===== config.mk =====
export PLATFORM = sky130hd
export DESIGN_NAME = hostRegisters
export DESIGN_NICKNAME = d
export VERILOG_FILES = /design/src/hdl/audioPkg.sv /design/src/hdl/cdromPkg.sv /design/src/hdl/hostRegisters.sv
export SDC_FILE = /design/constraint.sdc
export NUM_CORES = 1
export LEC_CHECK = 0
export BUFFER_PORTS_ARGS = -buffer_cell sky130_fd_sc_hd__buf_2
export CAP_MARGIN = 30
export CORE_MARGIN = 1.5
export CORE_UTILIZATION = 48
export DETAILED_ROUTE_END_ITERATION = 12
export PLACE_DENSITY_LB_ADDON = 0.12
export REMOVE_ABC_BUFFERS = 1
export SETUP_SLACK_MARGIN = 0.2
export SLEW_MARGIN = 40
export SYNTH_ARGS = -nofsm -noshare
export SYNTH_HDL_FRONTEND = slang
export SYNTH_SLANG_ARGS = --single-unit

===== constraint.sdc =====
create_clock -name i_clk -period 1.25 [get_ports i_clk]
set_input_delay 0.0625 -clock i_clk [delete_from_list [all_inputs] [get_ports i_clk]]
set_output_delay 0.0625 -clock i_clk [all_outputs]
set_load 0.05 [all_outputs]

===== src/hdl/audioPkg.sv =====
/*
 * Audio package for the CD front end
 * PCM sample and volume types, the mixing volume set
 * and the fixed-point limits used by the mixer
 */
`default_nettype none

package audioPkg;

    // ----------------------------------------
    // Sample and volume types
    // ----------------------------------------
    typedef logic signed [15:0] sample_t;   // Signed 16 bit PCM
    typedef logic [7:0]         volume_t;   // Unsigned, 80h = 1.0

    // 7 bit fraction, so 80h lands on unity gain
    localparam int VOL_FRAC_BITS = 7;

    // Clip range of one output sample
    localparam int SAMPLE_MAX = 32767;
    localparam int SAMPLE_MIN = -32768;

    // ----------------------------------------
    // Cross-channel volume set
    // ----------------------------------------
    typedef struct packed {
        volume_t ll;    // Left in  -> left out
        volume_t lr;    // Left in  -> right out
        volume_t rl;    // Right in -> left out
        volume_t rr;    // Right in -> right out
    } mixVolume_t;

endpackage

`default_nettype wire


===== src/hdl/cdromPkg.sv =====
/*
 * Host-side package for the CD front end
 * Register map, bank index, host bus and drive-side structs
 */
`default_nettype none

package cdromPkg;

    // ----------------------------------------
    // Host bus types
    // ----------------------------------------
    typedef logic [1:0] hostAdr_t;      // CPU register address
    typedef logic [1:0] regIndex_t;     // Bank select
    typedef logic [7:0] hostByte_t;

    // Register addresses
    localparam hostAdr_t ADR_STATUS   = 2'd0;
    localparam hostAdr_t ADR_RESPONSE = 2'd1;
    localparam hostAdr_t ADR_PARAM    = 2'd2;
    localparam hostAdr_t ADR_CONTROL  = 2'd3;

    // Status byte layout
    localparam int STAT_PARAM_EMPTY_BIT   = 3;
    localparam int STAT_PARAM_NOTFULL_BIT = 4;
    localparam int STAT_RESP_NOTEMPTY_BIT = 5;

    // Control write bits
    localparam int PARAM_CLEAR_BIT = 6;     // At (3, 1)
    localparam int VOL_APPLY_BIT   = 5;     // At (3, 3)

    // Param and response FIFOs, 16 entries each
    localparam int CMD_FIFO_DEPTH_LOG2 = 4;

    typedef struct packed {
        logic      cs;
        logic      write;
        logic      read;
        hostAdr_t  adr;
        hostByte_t data;
    } hostBus_t;

    // ----------------------------------------
    // Drive side
    // ----------------------------------------
    typedef struct packed {
        logic              paramRead;   // Pop strobe, param FIFO
        logic              respWrite;   // Push strobe, response FIFO
        hostByte_t         respData;
        logic              pcmWriteL;
        logic              pcmWriteR;
        audioPkg::sample_t pcmL;
        audioPkg::sample_t pcmR;
    } driveIn_t;

    typedef struct packed {
        hostByte_t paramData;           // Param FIFO head
        logic      paramValid;
        logic      pcmFull;             // Either PCM FIFO full
    } driveOut_t;

endpackage

`default_nettype wire


===== src/hdl/hostRegisters.sv =====
/*
 * Host register block
 * Decodes CPU accesses against the bank index, holds index,
 * interrupt enable and the staged and working volumes,
 * and drives the FIFO strobes and the read mux
 */
`timescale 1ns/1ns
`default_nettype none

module hostRegisters
    import cdromPkg::*;
    import audioPkg::*;
(
    input  wire             i_clk,
    input  wire             i_nrst,
    input  hostBus_t        i_bus,
    output hostByte_t       o_dataOut,
    // Parameter FIFO
    input  wire             i_paramFull,
    input  wire             i_paramValid,
    output logic            o_paramPush,
    output logic            o_paramClear,
    // Response FIFO
    input  hostByte_t       i_respData,
    input  wire             i_respValid,
    output logic            o_respPop,
    // To the mixer
    output mixVolume_t      o_volume
);

    logic       wrStb;
    logic       rdStb;
    logic       volApply;
    regIndex_t  index;
    hostByte_t  intEnable;
    mixVolume_t staged;         // Written by the CPU
    mixVolume_t working;        // Seen by the mixer
    hostByte_t  statusByte;

    // ----------------------------------------
    // Access decode
    // ----------------------------------------
    assign wrStb = i_bus.cs && i_bus.write;
    assign rdStb = i_bus.cs && i_bus.read;

    assign o_paramPush  = wrStb && (i_bus.adr == ADR_PARAM) && (index == 2'd0);
    assign o_paramClear = wrStb && (i_bus.adr == ADR_CONTROL) && (index == 2'd1)
                          && i_bus.data[PARAM_CLEAR_BIT];
    assign volApply     = wrStb && (i_bus.adr == ADR_CONTROL) && (index == 2'd3)
                          && i_bus.data[VOL_APPLY_BIT];

    // Response read, any bank; never pops an empty FIFO
    assign o_respPop = rdStb && (i_bus.adr == ADR_RESPONSE) && i_respValid;

    assign o_volume = working;

    // ----------------------------------------
    // Register writes
    // ----------------------------------------
    always_ff @(posedge i_clk) begin
        if (!i_nrst) begin
            index     <= '0;
            intEnable <= '0;
            staged    <= '0;
        end else if (wrStb) begin
            case (i_bus.adr)
                ADR_STATUS: index <= i_bus.data[1:0];
                ADR_RESPONSE: begin
                    if (index == 2'd3) begin
                        staged.rr <= i_bus.data;
                    end
                end
                ADR_PARAM: begin
                    case (index)
                        2'd1:    intEnable <= i_bus.data;   // All 8 bits kept
                        2'd2:    staged.ll <= i_bus.data;
                        2'd3:    staged.rl <= i_bus.data;
                        default: ;                          // Param push, see decode
                    endcase
                end
                ADR_CONTROL: begin
                    if (index == 2'd2) begin
                        staged.lr <= i_bus.data;
                    end
                end
                default: ;
            endcase
        end
    end

    // Staged set only reaches the mixer on apply
    always_ff @(posedge i_clk) begin
        if (!i_nrst) begin
            working <= '0;
        end else if (volApply) begin
            working <= staged;
        end
    end

    // ----------------------------------------
    // Read mux
    // ----------------------------------------
    always_comb begin
        statusByte = '0;                            // Busy, data and ADPCM bits read 0
        statusByte[STAT_RESP_NOTEMPTY_BIT] = i_respValid;
        statusByte[STAT_PARAM_NOTFULL_BIT] = !i_paramFull;
        statusByte[STAT_PARAM_EMPTY_BIT]   = !i_paramValid;
        statusByte[1:0] = index;                    // Bit 2 stays 0
    end

    always_comb begin
        case (i_bus.adr)
            ADR_STATUS:   o_dataOut = statusByte;
            ADR_RESPONSE: o_dataOut = i_respValid ? i_respData : 8'h00;  // Empty reads 00h
            ADR_PARAM:    o_dataOut = 8'h00;        // No data FIFO
            default: begin
                // Interrupt enable on even banks only
                o_dataOut = index[0] ? 8'h00 : intEnable;
            end
        endcase
    end

endmodule

`default_nettype wire


## After elaboration in Yosys (flattened, before gate mapping)

Cells that the tools add are included.

- Equality and inequality tests: 6
- Muxes and demuxes: 3
- Reductions and logical operators: 21

Operators by type and width:

| operator | number |
|---|---|
| $pmux 8 s3 | 1 |
| $mux 8 | 2 |
| $reduce_and 3->1 | 5 |
| $logic_and 1x1->1 | 11 |
| $eq 2x2->1 const B | 4 |
| $eq 2x1->1 const B | 2 |
| $logic_not 2->1 | 2 |
| $logic_not 1->1 | 2 |
| $reduce_and 2->1 | 1 |

- Bits of input ports: 26
- Register bits after elaboration: 74
- Output and inout bits: 43
- Logic and storage cells: 40

## Longest topological paths before layout

- Depth after elaboration: 4
- Gate-level depth with buffers: 6

## Worst setup path after synthesis

No wires, ideal clock.

- Path type: register to output
- Start: reg index[1]
- End: out o_paramPush
- Data required time: 1188 ps
- Path slack: -345 ps
- Data arrival time: 1533 ps
- Stages on the path, launching flop included: 3
- Cell sequence: dfxtp_1 -> buf_2 -> nor3_1

- Cells in the longest elaborated chain, start to end: 2

Ends and longest elaborated chain:

| what | line | source |
|---|---|---|
| start: declaration | hostRegisters.sv:34 | `regIndex_t index;` |
| start signal: assignment | hostRegisters.sv:67 | `ADR_STATUS: index <= i_bus.data[1:0];` |
| $logic_not 2->1 | hostRegisters.sv:46 | `assign o_paramPush = wrStb && (i_bus.adr == ADR_PARAM) && (index == 2'd0);` |
| $logic_and 1x1->1 | hostRegisters.sv:46 |  |
| end: declaration | hostRegisters.sv:21 | `output logic o_paramPush,` |

No other way between the ends.

## Worst setup path in the final report

- Start: reg index[0]
- End: out o_dataOut[4]

- Cells in the longest elaborated chain, start to end: 2

Ends and longest elaborated chain:

| what | line | source |
|---|---|---|
| $mux 8 | hostRegisters.sv:118 | `o_dataOut = index[0] ? 8'h00 : intEnable;` |
| $pmux 8 s3 | hostRegisters.sv:112 | `case (i_bus.adr)` |
| end: declaration | hostRegisters.sv:17 | `output hostByte_t o_dataOut,` |

No other way between the ends.

==> metrics.txt <==
total gr overflow=0; Area Growth Syn to Fin=42.71%; Final Cycle Share=119.8%; Clk Latency, worst-skew pair=0.35 ns; CP Depth=4; Ys Warns=0; clock power share=37.3%; port bufs=68; routed vias=2372; number of global-route vias before repair=2271; Worst-Margin Slew=0.2605 ns; Via density=5.025; sw power=1012 uW; I/O pin count=69; CTS Root Cell=clkbuf_8; die width=81.55 um; Mapped Cells=282; post-synth top area cell=dfxtp_1; sequential share of the synthesized area=50.02%; total negative slack=-6.424 ns; maxcap violations=0; DP Wirelength=4.715 mm; crit-path cells=inv_2, and3_4, a221o_1, buf_6; Worst-path clk slew=0.07 ns; R2R Setup Slk=-0.14 ns; DRC=0; Cell Pwr Density=1015 nW/um2; placer congestion estimate=0.8460; area occupied by multi-input gates=1383 um2; wire length per cell=15.32 um; Crit Path Max Fanout=6; crit path capture type=primary output; Finish-stage setup viols=59; FMAX=0.6675 GHz; Starting Density=49.73%; final WL=7.233 mm; worst min path class=input pin to register; Setup CP Type=register to primary output; Clock Skew=0.009999 ns; Cell variety after synth=28; R2R cell count=7; status=complete, but fails checks; largest net degree at the start of global routing=27; Int Pwr=3276 uW; CTS Hold Bufs=0; DR iter-0 viols=108; total CTS buffers=9; Max Root-Sink Buffers=2; CP Launch Type=register; ANT nets after route=0; FF/Latch Area=1486 um2; Pwr Total=4289 uW; Max Slew Vio Count=0; Lkg Pwr=0.001684 uW; #FFs+latches synth=74; fin crit period=1.498 ns; final worst setup slack=-0.2481 ns; Avg Cell Area, Syn=10.50 um2; Hold Crit Depth=3; CP arrival=1.44 ns; core area=5956 um2; gr usage total=22.83%; worst hold margin=0.003003 ns; filler cell count=450; TritonRoute pass-1 iters=4; Top delay family on crit path=compound AO/OA/AOI/OAI gates; Hold Vio Cnt, Final=0; n_diodes=0; critical path data required time=1.19 ns; share of power burned in combinational logic=7.7%; mapped cell area=2962 um2; failing checks=setup timing; Worst Path Buf+Inv=2; Critical Path Max Stage Delay=0.36 ns; Max-Slew Margin vs Limit=82.75%; worst ir drop on vdd=0.0007191 V; TritonCTS clock tree=yes; RSZ-0062 raised after global routing=yes; Final nets=418; initial antenna violation count=0; H-tree depth=3; Sw Share=23.61%; Chip Height=81.55 um; clock sinks=74; ratio of cells with drive above 1 in the final layout=37.53%; share of the synthesized area in the top cell type=50.02%; Site Rows=28; top post-synthesis cells by area=dfxtp_1 50%, mux2i_1 25%, nand2_1 10%; global-route wire length before repair=11.01 mm; CP max stage cell=a221o_1; die area=6650 um2; share of power burned in registers=55.0%
[state kept, by name, indices dropped and copies added, names as in the netlist]
signal / count
o_volume: 32
staged: 32
intEnable: 8
index: 2
[worst register-to-register path: stages, from the launching register on]
cell and delay, ns:
dfxtp_2 0.33, buf_4 0.10, buf_6 0.12, and4_4 0.25, buf_12 0.12, buf_12 0.10
buf_12 0.11, mux2i_1 0.17
[layer usage]
metal	wire [um]	global-route usage (%)	share of wire [%]	vias to the layer above
met5	0	0	0	-
met4	134	12.07	1.9	0
met3	237	4.889	3.3	10
met2	3663	37.85	51	53
met1	3198	27.64	44	1127
li1	-	-	-	1182
[Yosys cell counts]
master / n
nand2_1: 81
dfxtp_1: 74
mux2i_1: 74
clkbuf_1: 10
a22o_1: 5
buf_12: 4
buf_2: 4
a221o_1: 3
and3_1: 3
nor2b_1: 3
nor3_1: 3
and2_1: 2
a32o_1: 1
and4_1: 1
and4_4: 1
and4b_1: 1
and4bb_2: 1
buf_4: 1
buf_6: 1
inv_2: 1
nand2b_1: 1
nand4b_1: 1
nand4b_4: 1
nor2_1: 1
nor2_2: 1
nor2_4: 1
nor3_4: 1
nor3b_1: 1
[layout by cell type (no fill, tap or decap), types with 5 or more instances in the layout]
| cell type | n |
|---|---|
| a22o_1 | 5 |
| buf_6 | 27 |
| mux2i_1 | 74 |
| nand2_1 | 80 |
| buf_2 | 47 |
| clkbuf_8 | 10 |
| buf_4 | 19 |
| clkbuf_4 | 10 |
| buf_12 | 12 |
| dfxtp_1 | 72 |
[metrics by stage]
stage          setup slack (ns)  area (um2)  utilization, %  cells
2_1_floorplan           -0.4712        2805               -    262
3_3_place_gp           -0.09442        3560           59.77    437
3_5_place_dp            -0.1168        3560           59.77    437
4_1_cts                 -0.2393        4149           69.66    469
5_1_grt                 -0.2871        4227           70.97    472
6_report                -0.2481        4227           70.97    472
[power by group through the flow]
stage | clock network [uW] | registers, uW | logic (uW)
floorplan | 0 | 2420 | 98.1
global placement | 0 | 2410 | 280
detailed placement | 0 | 2410 | 280
CTS | 1640 | 2360 | 317
global route | 1740 | 2360 | 349
finish | 1600 | 2360 | 330
[area by class of cell]
cell class | instances | area share (%)
sequential | 74 | 35.17
multi-input combinational | 187 | 32.71
timing repair buffer | 119 | 25.90
clock buffer | 14 | 3.612
tap | 75 | 2.220
clock inverter | 2 | 0.2960
inverter | 1 | 0.08881
[what timing repair did]
action | CTS | global route
setup buffers | 13 | 3
gates resized for setup | 57 | 14
pin swaps | 13 | 4
setup endpoints to repair | 83 | 92
cloned | 3 | 0
[path summary, 6_finish.rpt]
check	startpoint	to
worst min register to register	o_volume[2]	o_volume[2]
worst max register to register	index[0]	o_volume[22]
worst min-delay path	i_bus[0]	index[0]
worst max-delay path	index[0]	o_dataOut[4]
[logic make-up after synthesis]
| kind of cell | count (synthesis) | share of synthesized area [%] |
|---|---|---|
| AOI/OAI and AO/OA | 9 | 2.831 |
| buffers and inverters | 21 | 5.408 |
| DFF | 74 | 50.02 |
| muxes | 74 | 25.01 |
| and+or+nand+nor | 104 | 16.73 |
Power figures use the tool's default switching activity.
