`src/hdl/syncFifo.sv`:
```
/*
 * Synchronous FIFO, first word falls through
 * Head always on o_rData, single-cycle clear,
 * push and pop allowed in the same cycle
 */
`timescale 1ns/1ns
`default_nettype none

module syncFifo #(
    parameter int DATA_WIDTH = 8,
    parameter int DEPTH_LOG2 = 4
) (
    input  wire                   i_clk,
    input  wire                   i_nrst,
    input  wire                   i_clear,
    input  wire                   i_push,
    input  wire  [DATA_WIDTH-1:0] i_wData,
    input  wire                   i_pop,
    output logic [DATA_WIDTH-1:0] o_rData,
    output logic                  o_valid,
    output logic                  o_full
);

    localparam int DEPTH = 1 << DEPTH_LOG2;

    logic [DATA_WIDTH-1:0] mem [DEPTH];
    logic [DEPTH_LOG2-1:0] wrPtr;
    logic [DEPTH_LOG2-1:0] rdPtr;
    logic [DEPTH_LOG2:0]   count;   // One extra bit so full is representable
    logic                  doPush;
    logic                  doPop;

    // Overflow and underflow attempts are dropped
    assign doPush = i_push && !o_full;
    assign doPop  = i_pop && o_valid;

    assign o_valid = |count;
    assign o_full  = count[DEPTH_LOG2];     // MSB only set at DEPTH
    assign o_rData = mem[rdPtr];

    always_ff @(posedge i_clk) begin
        if (!i_nrst || i_clear) begin
            wrPtr <= '0;
            rdPtr <= '0;
            count <= '0;
        end else begin
            if (doPush) begin
                wrPtr <= wrPtr + 1'b1;  // Wraps at DEPTH
            end
            if (doPop) begin
                rdPtr <= rdPtr + 1'b1;
            end
            case ({doPush, doPop})
                2'b10:   count <= count + 1'b1;
                2'b01:   count <= count - 1'b1;
                default: count <= count;    // Both or neither
            endcase
        end
    end

    // Storage
    always_ff @(posedge i_clk) begin
        if (doPush) begin
            mem[wrPtr] <= i_wData;
        end
    end

endmodule

`default_nettype wire

```
`config.mk`:
```
export PLATFORM = sky130hd
export DESIGN_NAME = syncFifo
export DESIGN_NICKNAME = d
export VERILOG_FILES = /design/src/hdl/syncFifo.sv
export SDC_FILE = /design/constraint.sdc
export NUM_CORES = 1
export LEC_CHECK = 0
export BUFFER_PORTS_ARGS = -buffer_cell sky130_fd_sc_hd__buf_2
export CAP_MARGIN = 20
export CORE_ASPECT_RATIO = 0.6
export CORE_MARGIN = 5
export CORE_UTILIZATION = 43
export CTS_CLUSTER_DIAMETER = 200
export DETAILED_ROUTE_END_ITERATION = 6
export GPL_TIMING_DRIVEN = 0
export PLACE_DENSITY = 0.62
export SYNTH_ARGS = -nofsm -noshare
export SYNTH_HDL_FRONTEND = slang
export SYNTH_SLANG_ARGS = --single-unit
```
`constraint.sdc`:
```
create_clock -name i_clk -period 3.86 [get_ports i_clk]
set_input_delay 0.579 -clock i_clk [delete_from_list [all_inputs] [get_ports i_clk]]
set_output_delay 0.579 -clock i_clk [all_outputs]
set_load 0.03 [all_outputs]
```
==> After elaboration in Yosys (flattened, before gate mapping) <==
Memory sizes are Yosys's and may differ from the RTL's. A register that Yosys moved wholly into a read port is not among the register bits.
Index checks and enable logic that the tools add are counted.
{ "word_totals": {"ff_bits": 13, "ram_bits": 128, "in_bits": 13, "out_inout_bits": 10, "word_cells": 22, "memories": 1} }
{ "memory_table": {"columns": ["memory", "words", "word_bits", "rd", "rd_ports_with_merged_regs", "wr", "line", "rtl"], "rows": [
  ["mem", 16, 8, 1, 1, 1, "26", "logic [DATA_WIDTH-1:0] mem [DEPTH];"]
]} }
{ "op_classes": {"add_sub_neg": 4, "eq_ne": 2, "n_mux": 5, "reduce_logical": 7} }
{ "ops": {"columns": ["cell", "count"], "rows": [
  ["$pmux W5 S2", 1],
  ["$add A4 B1 Y4 const B", 2],
  ["$mux W4", 2],
  ["$add A5 B1 Y5 const B", 1],
  ["$reduce_or A5 Y1", 1],
  ["$sub A5 B1 Y5 const B", 1],
  ["$eq A2 B1 Y1 const B", 1],
  ["$eq A2 B2 Y1 const B", 1],
  ["$logic_and A1 B1 Y1", 2],
  ["$logic_not A1 Y1", 2],
  ["$mux W1", 2],
  ["$reduce_bool A2 Y1", 1],
  ["$logic_or A1 B1 Y1", 1]
]} }

==> Longest topological paths before layout <==
Gate-level depths: netlist (run 1).
{ "depth": {"depth_word": 4, "ltp_mapped": 12, "mapped_depth_nobuf": 10} }

==> Worst setup path before layout (run 1) <==
No wires, ideal clock.
{ "synth_timing": {"path_kind": "reg2reg", "from": "reg count[4]", "to": "reg count[4]", "setup_time_ns": 0.070, "arrival_time_ns": 2.667, "required_time_ns": 3.790, "slack_ns": 1.122, "stages_incl_launch_ff": 12, "n_path_buf": 1, "period_less_slack_ns": 2.738, "path_cell_list": "dfxtp_1 nor3_1 a21boi_1 ha_1 buf_2 xor2_1 ha_1 a21bo_2 a41oi_1 a311oi_1 or4_1 a21oi_1"} }
{ "synth_between": {"elab_chain_cells": 4, "word_cells_on_any_way": 10, "cone_classes": "add/sub: 2; eq/ne: 2; mux: 1; reduce/logical: 5"} }
{ "synth_lines": {"columns": ["element", "line", "rtl"], "rows": [
  ["from (decl)", "29", "logic [DEPTH_LOG2:0] count;"],
  ["from (signal assigned)", "54", "2'b10: count <= count + 1'b1;"],
  ["from (signal assigned)", "55", "2'b01: count <= count - 1'b1;"],
  ["from (signal assigned)", "56", "default: count <= count;"],
  ["$reduce_or A5 Y1 (*)", "37", "assign o_valid = |count;"],
  ["$logic_and A1 B1 Y1 (*)", "35", "assign doPop = i_pop && o_valid;"],
  ["net doPop", "31", "logic doPop;"],
  ["$eq A2 B1 Y1 / $eq A2 B2 Y1 (equally long branches)", "53", "case ({doPush, doPop})"],
  ["$pmux W5 S2 / $reduce_bool A2 Y1 (equally long branches)", null, null]
]} }
The timed path passes the listed nets; every way through them passes the cells marked *.
A chain may end at the register's enable or synchronous reset.

==> impl_metrics.ini, run 1 <==
[routing]
firstDrtPassIters = 4
post_drt_via_cell_ratio = 5.47
drt_iter0_drc = 269
routedWlPerCell_um = 22.3
routed_wl_mm = 11.6
num_vias = 2839
drc_errors = 0
ant_nets = 0

[layout]
n_antenna_cell = 0
n_fill_cell = 1028
fin_util_pct = 51.7
final_cells = 519
nets = 357
fin_area_um2 = 6710
syn2layout_area_growth_pct = 16.7
drive_gt1_share_pct = 29.8

[synthesis]
synthCells = 295
yosys_warnings = 0
syn_nets = 316
yosysTopAreaCell = edfxtp_1
synth_top_area_share_pct = 66.9
synth_ff_type = edfxtp_1
synth.most_common_cell = edfxtp_1
synth_edf_count = 128
synth_cell_types = 37
synthArstFlopShare_pct = 0
ys_seq_area_share_pct = 72.8
synth_area_um2 = 5750
syn_avg_cell_area_um2 = 19.5
ys_top_cells_by_area = edfxtp_1 (67%), mux4_2 (16%), dfxtp_1 (5.9%)
ys_seq_elements = 145
yosys-top-cells-count = edfxtp_1 (128), mux4_2 (40), nor2_1 (26)

[timing]
clock_skew_ns = 0.00644
hold_viol_final = 0
setup_total_negative_slack_ns = 0
holdWs_ns = 0.521
maxSlewHeadroom_pct = 33.5
setup_viol = 0
slew_viol_final = 0
setup_ws_ns = 0.600
fin_crit_ns = 3.26
rsz0062_at_grt = false
fmaxAchievable_mhz = 307
fin_crit_sh_pct = 84.5
tightest_slew_ns = 0.992

[cts]
cts_sinks = 145
cts.repair.resized = 0
cts_setup_buffers = 0
insertion_delay_ns = 0.41
cts_hold_buf = 0
cts_buffers = 17
root_buffer = clkbuf_16
cts_htree_levels = 4
path_clk_slew_ns = 0.06
cts_max_path_buffers = 2
cts_tree = done

[worst_setup_path]
r2r_slack_ns = 0.81
cp.arrival_ns = 2.68
cp-end-kind = output pin
critPathKind = flop to output pin
required_ns = 3.28
start_kind = flop
crit_fanout = 10

[global_routing]
grt_max_degree = 17
grt_pass1_vias = 2934
grt_pass1_wl_mm = 18.0
antenna_found_initial = 0
overflow = 0
grtUsageTotal_pct = 15.6

[floorplan]
start_util_pct = 44.3
die_w_um = 159
core_area_um2 = 13000
dieHeight_um = 99.6
ios = 23
die_area_um2 = 15900
std_cell_rows = 32

[pwr]
p_leak_nw = 2.17
finalPower_mw = 3.56
power_density_nw_per_um2 = 531
ir_drop_mv = 0.277

[placed_design]
port_buffers = 22
dp_cells = 487
placed_area_um2 = 6090
place_congestion = 0.740
post-place-ws_ns = 0.772
hpwlAfterDp_mm = 7.79

[worst_hold_path]
worstHoldPathType = flop to flop

[flow_run]
drv_cap = 0

[outcome]
status = completed
cell families after synthesis:
| kind of cell | synth area share [%] |
|---|---|
| flops | 72.8 |
| simple gates | 4.48 |
| mux | 16.0 |
| buf+inv | 1.85 |
| compound gates | 1.89 |
| xor+xnor | 1.22 |
| fa+ha+maj | 1.74 |
path summary, 6_finish.rpt:
check               end      from  depth (start not counted)
max          o_rData[2]      flop                          4
min            count[4]  count[4]                          2
max reg2reg    count[4]  count[1]                         12
min reg2reg    count[4]  count[4]                          2
flip-flops by register name (all words and copies together) (netlist names), named ones only:
name   count
count      5
mem      128
rdPtr      4
wrPtr      4
final cells by class:
type | instances | area, µm² | area share (%)
inverters | 3 | 13.8 | 0.205
flip-flops and latches | 145 | 4180 | 62.4
multi-input cells | 130 | 1480 | 22.0
well taps | 170 | 213 | 3.17
clock inverters | 14 | 189 | 2.82
plain buffers | 17 | 92.6 | 1.38
repair buffers | 22 | 110 | 1.64
clock buffers | 18 | 429 | 6.40
cell usage in the layout (no fill, tap or decap), types with 3 or more instances in the layout:
cell	instances
xor2_1	6
buf_1	6
clkbuf_1	6
buf_6	3
ha_1	8
nor3_2	4
clkinvlp_4	5
nand2_1	13
bufinv_16	4
nand2b_1	4
edfxtp_1	128
mux4_2	40
a21oi_1	4
clkbuf_16	17
nor2_1	26
buf_2	24
dfxtp_1	17
worst max-delay path: stages (launching register included):
cell and delay [ns]:
dfxtp_1 0.43, buf_1 0.63, mux4_2 0.44, mux4_2 0.55, buf_2 0.21
layer usage:
metal	up-vias	share of wire [%]	GRT usage [%]
met5	-	0	0
met4	0	1.4	5.11
met3	16	9.2	4.60
met2	97	44	21.5
met1	1452	46	23.9
li1	1274	-	-
power breakdown:
part           internal [mW]  leakage, nW  switching (mW)
clock network           1.08        0.286           0.625
logic                 0.0503        0.589          0.0851
registers               1.72         1.29         0.00517
total                   2.85         2.17           0.715
(Power assumes the default switching activity.)
==> inputs of run 2 (changes only) <==
- ABC_AREA: default -> 1
- PLACE_DENSITY: 0.62 -> 0.64
- clock period: 3.86 -> 2.9 ns (I/O delays scaled with it)
==> run 2 against run 1 <==
  * Combinational power grew to 4.0 times the previous value
  * Critical endpoint unchanged
  * Register-to-register slack lost 0.02 ns
  * Clock skew is essentially flat
==> impl_metrics.ini, run 2 <==
[timing]
clock_skew_ns = 0.00625
setup_viol = 0
hold_viol_final = 0
fmaxAchievable_mhz = 384
fin_crit_ns = 2.60
fin_crit_sh_pct = 89.8
tightest_slew_ns = 0.793
rsz0062_at_grt = false
setup_total_negative_slack_ns = 0
slew_viol_final = 0
maxSlewHeadroom_pct = 46.9

[placed_design]
port_buffers = 22
hpwlAfterDp_mm = 10.0
place_congestion = 1.03

[floorplan]
core_area_um2 = 13700
die_area_um2 = 16600
start_util_pct = 44.2
dieHeight_um = 102
die_w_um = 163
ios = 23
std_cell_rows = 33

[synthesis]
synth.most_common_cell = edfxtp_1
ys_seq_area_share_pct = 69.1
synthArstFlopShare_pct = 0
syn_avg_cell_area_um2 = 12.8
synth_ff_type = edfxtp_1
synth_area_um2 = 6060
syn_nets = 495
yosysTopAreaCell = edfxtp_1
ys_top_cells_by_area = edfxtp_1 (63%), dfxtp_1 (5.6%), mux2i_1 (5.3%)
ys_seq_elements = 145
yosys_warnings = 0
synth_top_area_share_pct = 63.5
synth_cell_types = 25
yosys-top-cells-count = edfxtp_1 (128), inv_1 (58), a21oi_1 (42)
synthCells = 474
synth_edf_count = 128

[worst_setup_path]
cp-end-kind = output pin
crit_fanout = 10
r2r_slack_ns = 0.79
critPathKind = flop to output pin
start_kind = flop
cp.arrival_ns = 2.17
required_ns = 2.47

[global_routing]
grt_max_degree = 17
antenna_found_initial = 0
overflow = 0
grtUsageTotal_pct = 18.2
grt_pass1_vias = 3641
grt_pass1_wl_mm = 21.7

[layout]
n_antenna_cell = 0
layout_commonest_cell = edfxtp_1
drive_gt1_share_pct = 13.1
nets = 536
top_register = mem
reg.largest.list = mem (128), count (5)
syn2layout_area_growth_pct = 15.8
layout_common_cells = edfxtp_1 (128), inv_1 (58), a21oi_1 (42)
largest_register_ffs = 128

[outcome]
status = completed

[routing]
firstDrtPassIters = 5
drt_iter0_drc = 437
post_drt_via_cell_ratio = 5.32
drc_errors = 0
routedWlPerCell_um = 20.0
ant_nets = 0
num_vias = 3829
routed_wl_mm = 14.4

[cts]
insertion_delay_ns = 0.42
cts.repair.resized = 0
cts_hold_buf = 0
path_clk_slew_ns = 0.06
cts_setup_buffers = 0
cts_buffers = 17
root_buffer = clkbuf_16
cts_max_path_buffers = 2
cts_sinks = 145
cts_htree_levels = 4
cts_tree = done

[worst_hold_path]
worstHoldPathType = primary input to flop

[pwr]
p_leak_nw = 2.46
power_density_nw_per_um2 = 726
ir_drop_mv = 0.394
finalPower_mw = 5.09

[flow_run]
drv_cap = 0
run 2: cell count changes after synthesis, sizes merged, moves of 30 or more:
cell,change
a21oi,+38
o211ai,+32
mux2i,+30
o21ai,+44
mux4,-40
inv,+55
run 2: final cells by class:
type,instances,area [µm²]
repair buffers,22,110
clock inverters,15,183
fillers,1178,6690
well taps,192,240
clock buffers,17,425
inverters,58,218
flip-flops and latches,145,4180
multi-input cells,249,1500
plain buffers,22,155
run 2: kinds of logic after synthesis:
group	synth area share, %
flip-flops	69.1
AO/OA/AOI/OAI	11.2
XOR/XNOR	0.723
AND/OR/NAND/NOR	5.95
buffers and inverters	6.16
adder cells (fa/ha/maj)	1.65
multiplexers	5.29
run 2: report_power, final:
part	total [mW]	leakage [nW]	switching, mW	internal, mW
registers	2.32	1.29	0.0160	2.30
logic	0.536	0.868	0.371	0.164
clock network	2.24	0.294	0.871	1.36
run 2: path summary, 6_finish.rpt:
kind | startpoint | endpoint | depth (start not counted)
worst max-delay path | flop | o_rData[2] | 8
worst min-delay path | i_push | wrPtr[1] | 3
worst max register to register | count[4] | count[4] | 16
worst min register to register | rdPtr[2] | rdPtr[2] | 1
run 2: per-stage QoR:
step	util [%]	area [µm²]	setup WS, ns	std cells	hold slack [ns]
after global routing	51.2	7020	0.141	720	0.412
after floorplan	-	6060	0.733	474	0.444
after global placement	46.7	6410	0.812	688	0.457
after detailed placement	46.7	6410	0.782	688	0.488
final	51.2	7020	0.296	720	0.397
after CTS	51.2	7020	0.335	720	0.394
run 2: layer usage:
| layer | track usage, % | routed length, µm | vias up |
|---|---|---|---|
| li1 | - | - | 1794 |
| met1 | 28.4 | 7040 | 1867 |
| met2 | 24.6 | 5870 | 155 |
| met3 | 5.40 | 1350 | 13 |
| met4 | 4.96 | 150 | 0 |
| met5 | 0 | 0 | - |
run 2: worst max-delay path, stage by stage (launching register included):
cell and delay (ns):
dfxtp_1 0.31, buf_2 0.17, clkbuf_1 0.39, a21oi_1 0.07, o21ai_0 0.25, o211ai_1 0.22, nand3_1 0.12, nand2_1 0.06
buf_2 0.17
==> inputs of run 3 (changes only) <==
- REMOVE_ABC_BUFFERS: default -> 1
==> run 3 against run 2 <==
  * Worst hold slack lost 0.0085 ns
  * Cell count shrank 2.6%
  * Count of clock-buffer cells in the layout did not move
  * Power decreased by 3.8%
  * Sequential cell count unchanged
  * Combinational power down 14%
  * Maximum frequency fell by 5.1%
  * Non-clock buffer count shrank 19
  * Critical path type unchanged
  * Largest power group unchanged
==> impl_metrics.ini, run 3 (synthesis gave the netlist of run 2 again) <==
[worst_hold_path]
whs_path_depth = 4
worstHoldPathType = primary input to flop

[routing]
firstDrtPassIters = 5
num_vias = 3643
drc_errors = 0
routedWlPerCell_um = 18.0
ant_nets = 0
drt_iter0_drc = 306
post_drt_via_cell_ratio = 5.20
routed_wl_mm = 12.6

[pwr]
combinationalPowerShare_pct = 9.4
power_density_nw_per_um2 = 708
clockPowerShare_pct = 42.9
ir_drop_mv = 0.389
p_sw_share_pct = 24.1
seqPwrFrac_pct = 47.7
switchingPower_mw = 1.18
intPower_mw = 3.72
finalPower_mw = 4.90
p_leak_nw = 2.37

[timing]
rsz0062_at_grt = false
clock_skew_ns = 0.00693
setup_total_negative_slack_ns = 0
slew_viol_final = 0
fin_crit_sh_pct = 94.6
maxSlewHeadroom_pct = 26.2
holdWs_ns = 0.389
setup_viol = 0
fmaxAchievable_mhz = 364
tightest_slew_ns = 1.10
fin_crit_ns = 2.74
hold_viol_final = 0

[layout]
n_antenna_cell = 0
syn2layout_area_growth_pct = 14.1
n_fill_cell = 1164
top_register = mem
reg.largest.list = mem (128), count (5)
nets = 518
largest_register_ffs = 128
fin_area_um2 = 6910
layout_commonest_cell = edfxtp_1
drive_gt1_share_pct = 12.6
layout_common_cells = edfxtp_1 (128), inv_1 (57), a21oi_1 (42)

[worst_setup_path]
r2r-start = count[4]
cp.arrival_ns = 2.31
slowest_stage = dfxtp_2
crit_fanout = 20
reg2reg_to = count[4]
r2r_slack_ns = 0.80
critPathKind = flop to output pin
cp-end-kind = output pin
crit_chain = buf_16 > clkinvlp_4 > o211ai_1 > nand3_1 > nand2_1 > buf_2
required_ns = 2.47
max_stage_delay_ns = 0.56
start_kind = flop
timing.critical_path.to = o_rData[7]
reg2reg_depth = 16

[cts]
cts_tree = done
cts_max_path_buffers = 2
root_buffer = clkbuf_16
insertion_delay_ns = 0.41
cts_buffers = 17
cts_sinks = 145
path_clk_slew_ns = 0.06
cts_htree_levels = 4

[global_routing]
overflow = 0
antenna_found_initial = 0
grt_pass1_wl_mm = 19.8
grt_max_degree = 73
grt_pass1_vias = 3509
grtUsageTotal_pct = 16.1

[floorplan]
dieHeight_um = 102
ios = 23
core_area_um2 = 13700
die_w_um = 163
start_util_pct = 44.2
die_area_um2 = 16600
std_cell_rows = 33

[placed_design]
hpwlAfterDp_mm = 7.87
place_congestion = 0.773
port_buffers = 22
placed_area_um2 = 6310

[flow_run]
drv_cap = 0

[outcome]
status = completed
## run 3: power by group through the flow
stage,clock network (mW),registers (mW),logic [mW]
after detailed placement,0,2.38,0.455
after global routing,2.21,2.34,0.513
after floorplan,0,2.40,0.290
after global placement,0,2.41,0.416
final,2.10,2.34,0.461
after CTS,2.11,2.34,0.461
## run 3: area by class of cell
class / count / area [µm²] / area share, %
well taps: 192 / 240 / 3.48
inverters: 58 / 221 / 3.20
repair buffers: 25 / 185 / 2.68
repair inverters: 1 / 7.51 / 0.109
clock buffers: 17 / 425 / 6.15
clock inverters: 14 / 143 / 2.06
flip-flops and latches: 145 / 4190 / 60.6
multi-input cells: 249 / 1500 / 21.7
## run 3: per-layer routing
layer  part of all wire [%]  track usage (%)
met5                      0                0
met4                    1.0             3.67
met3                    6.3             4.35
met2                     45             24.6
met1                     48             23.4
## run 3: metrics by stage
step / utilization (%) / worst slack [ns] / cells
after floorplan: - / -0.499 / 452
after global placement: 45.6 / -1.63 / 666
after detailed placement: 46.0 / 0.0768 / 668
after CTS: 50.3 / 0.121 / 700
after global routing: 50.4 / 0.0149 / 701
final: 50.4 / 0.156 / 701
## run 3: worst min path at each step
stage,from,to
final,i_clear,wrPtr[3]
after global routing,i_wData[1],mem[8][1]
after CTS,i_clear,wrPtr[3]
after detailed placement,rdPtr[2],flop
after global placement,rdPtr[2],rdPtr[2]
after floorplan,rdPtr[2],flop
## run 3: what timing repair did
action	4_1_cts	5_1_grt
setup endpoints to repair	8	2
resized for setup	4	0
buffers inserted	0	1
cloned	1	0
hold endpoints to repair	0	0
pin swaps	0	0
hold buffers	0	0
## run 3: worst max-delay path, delay by kind of cell (launching register included)
kind / cells / cell delay [ns]
compound gates: 1 / 0.29
buf+inv: 3 / 0.78
flops: 1 / 0.56
simple gates: 2 / 0.26
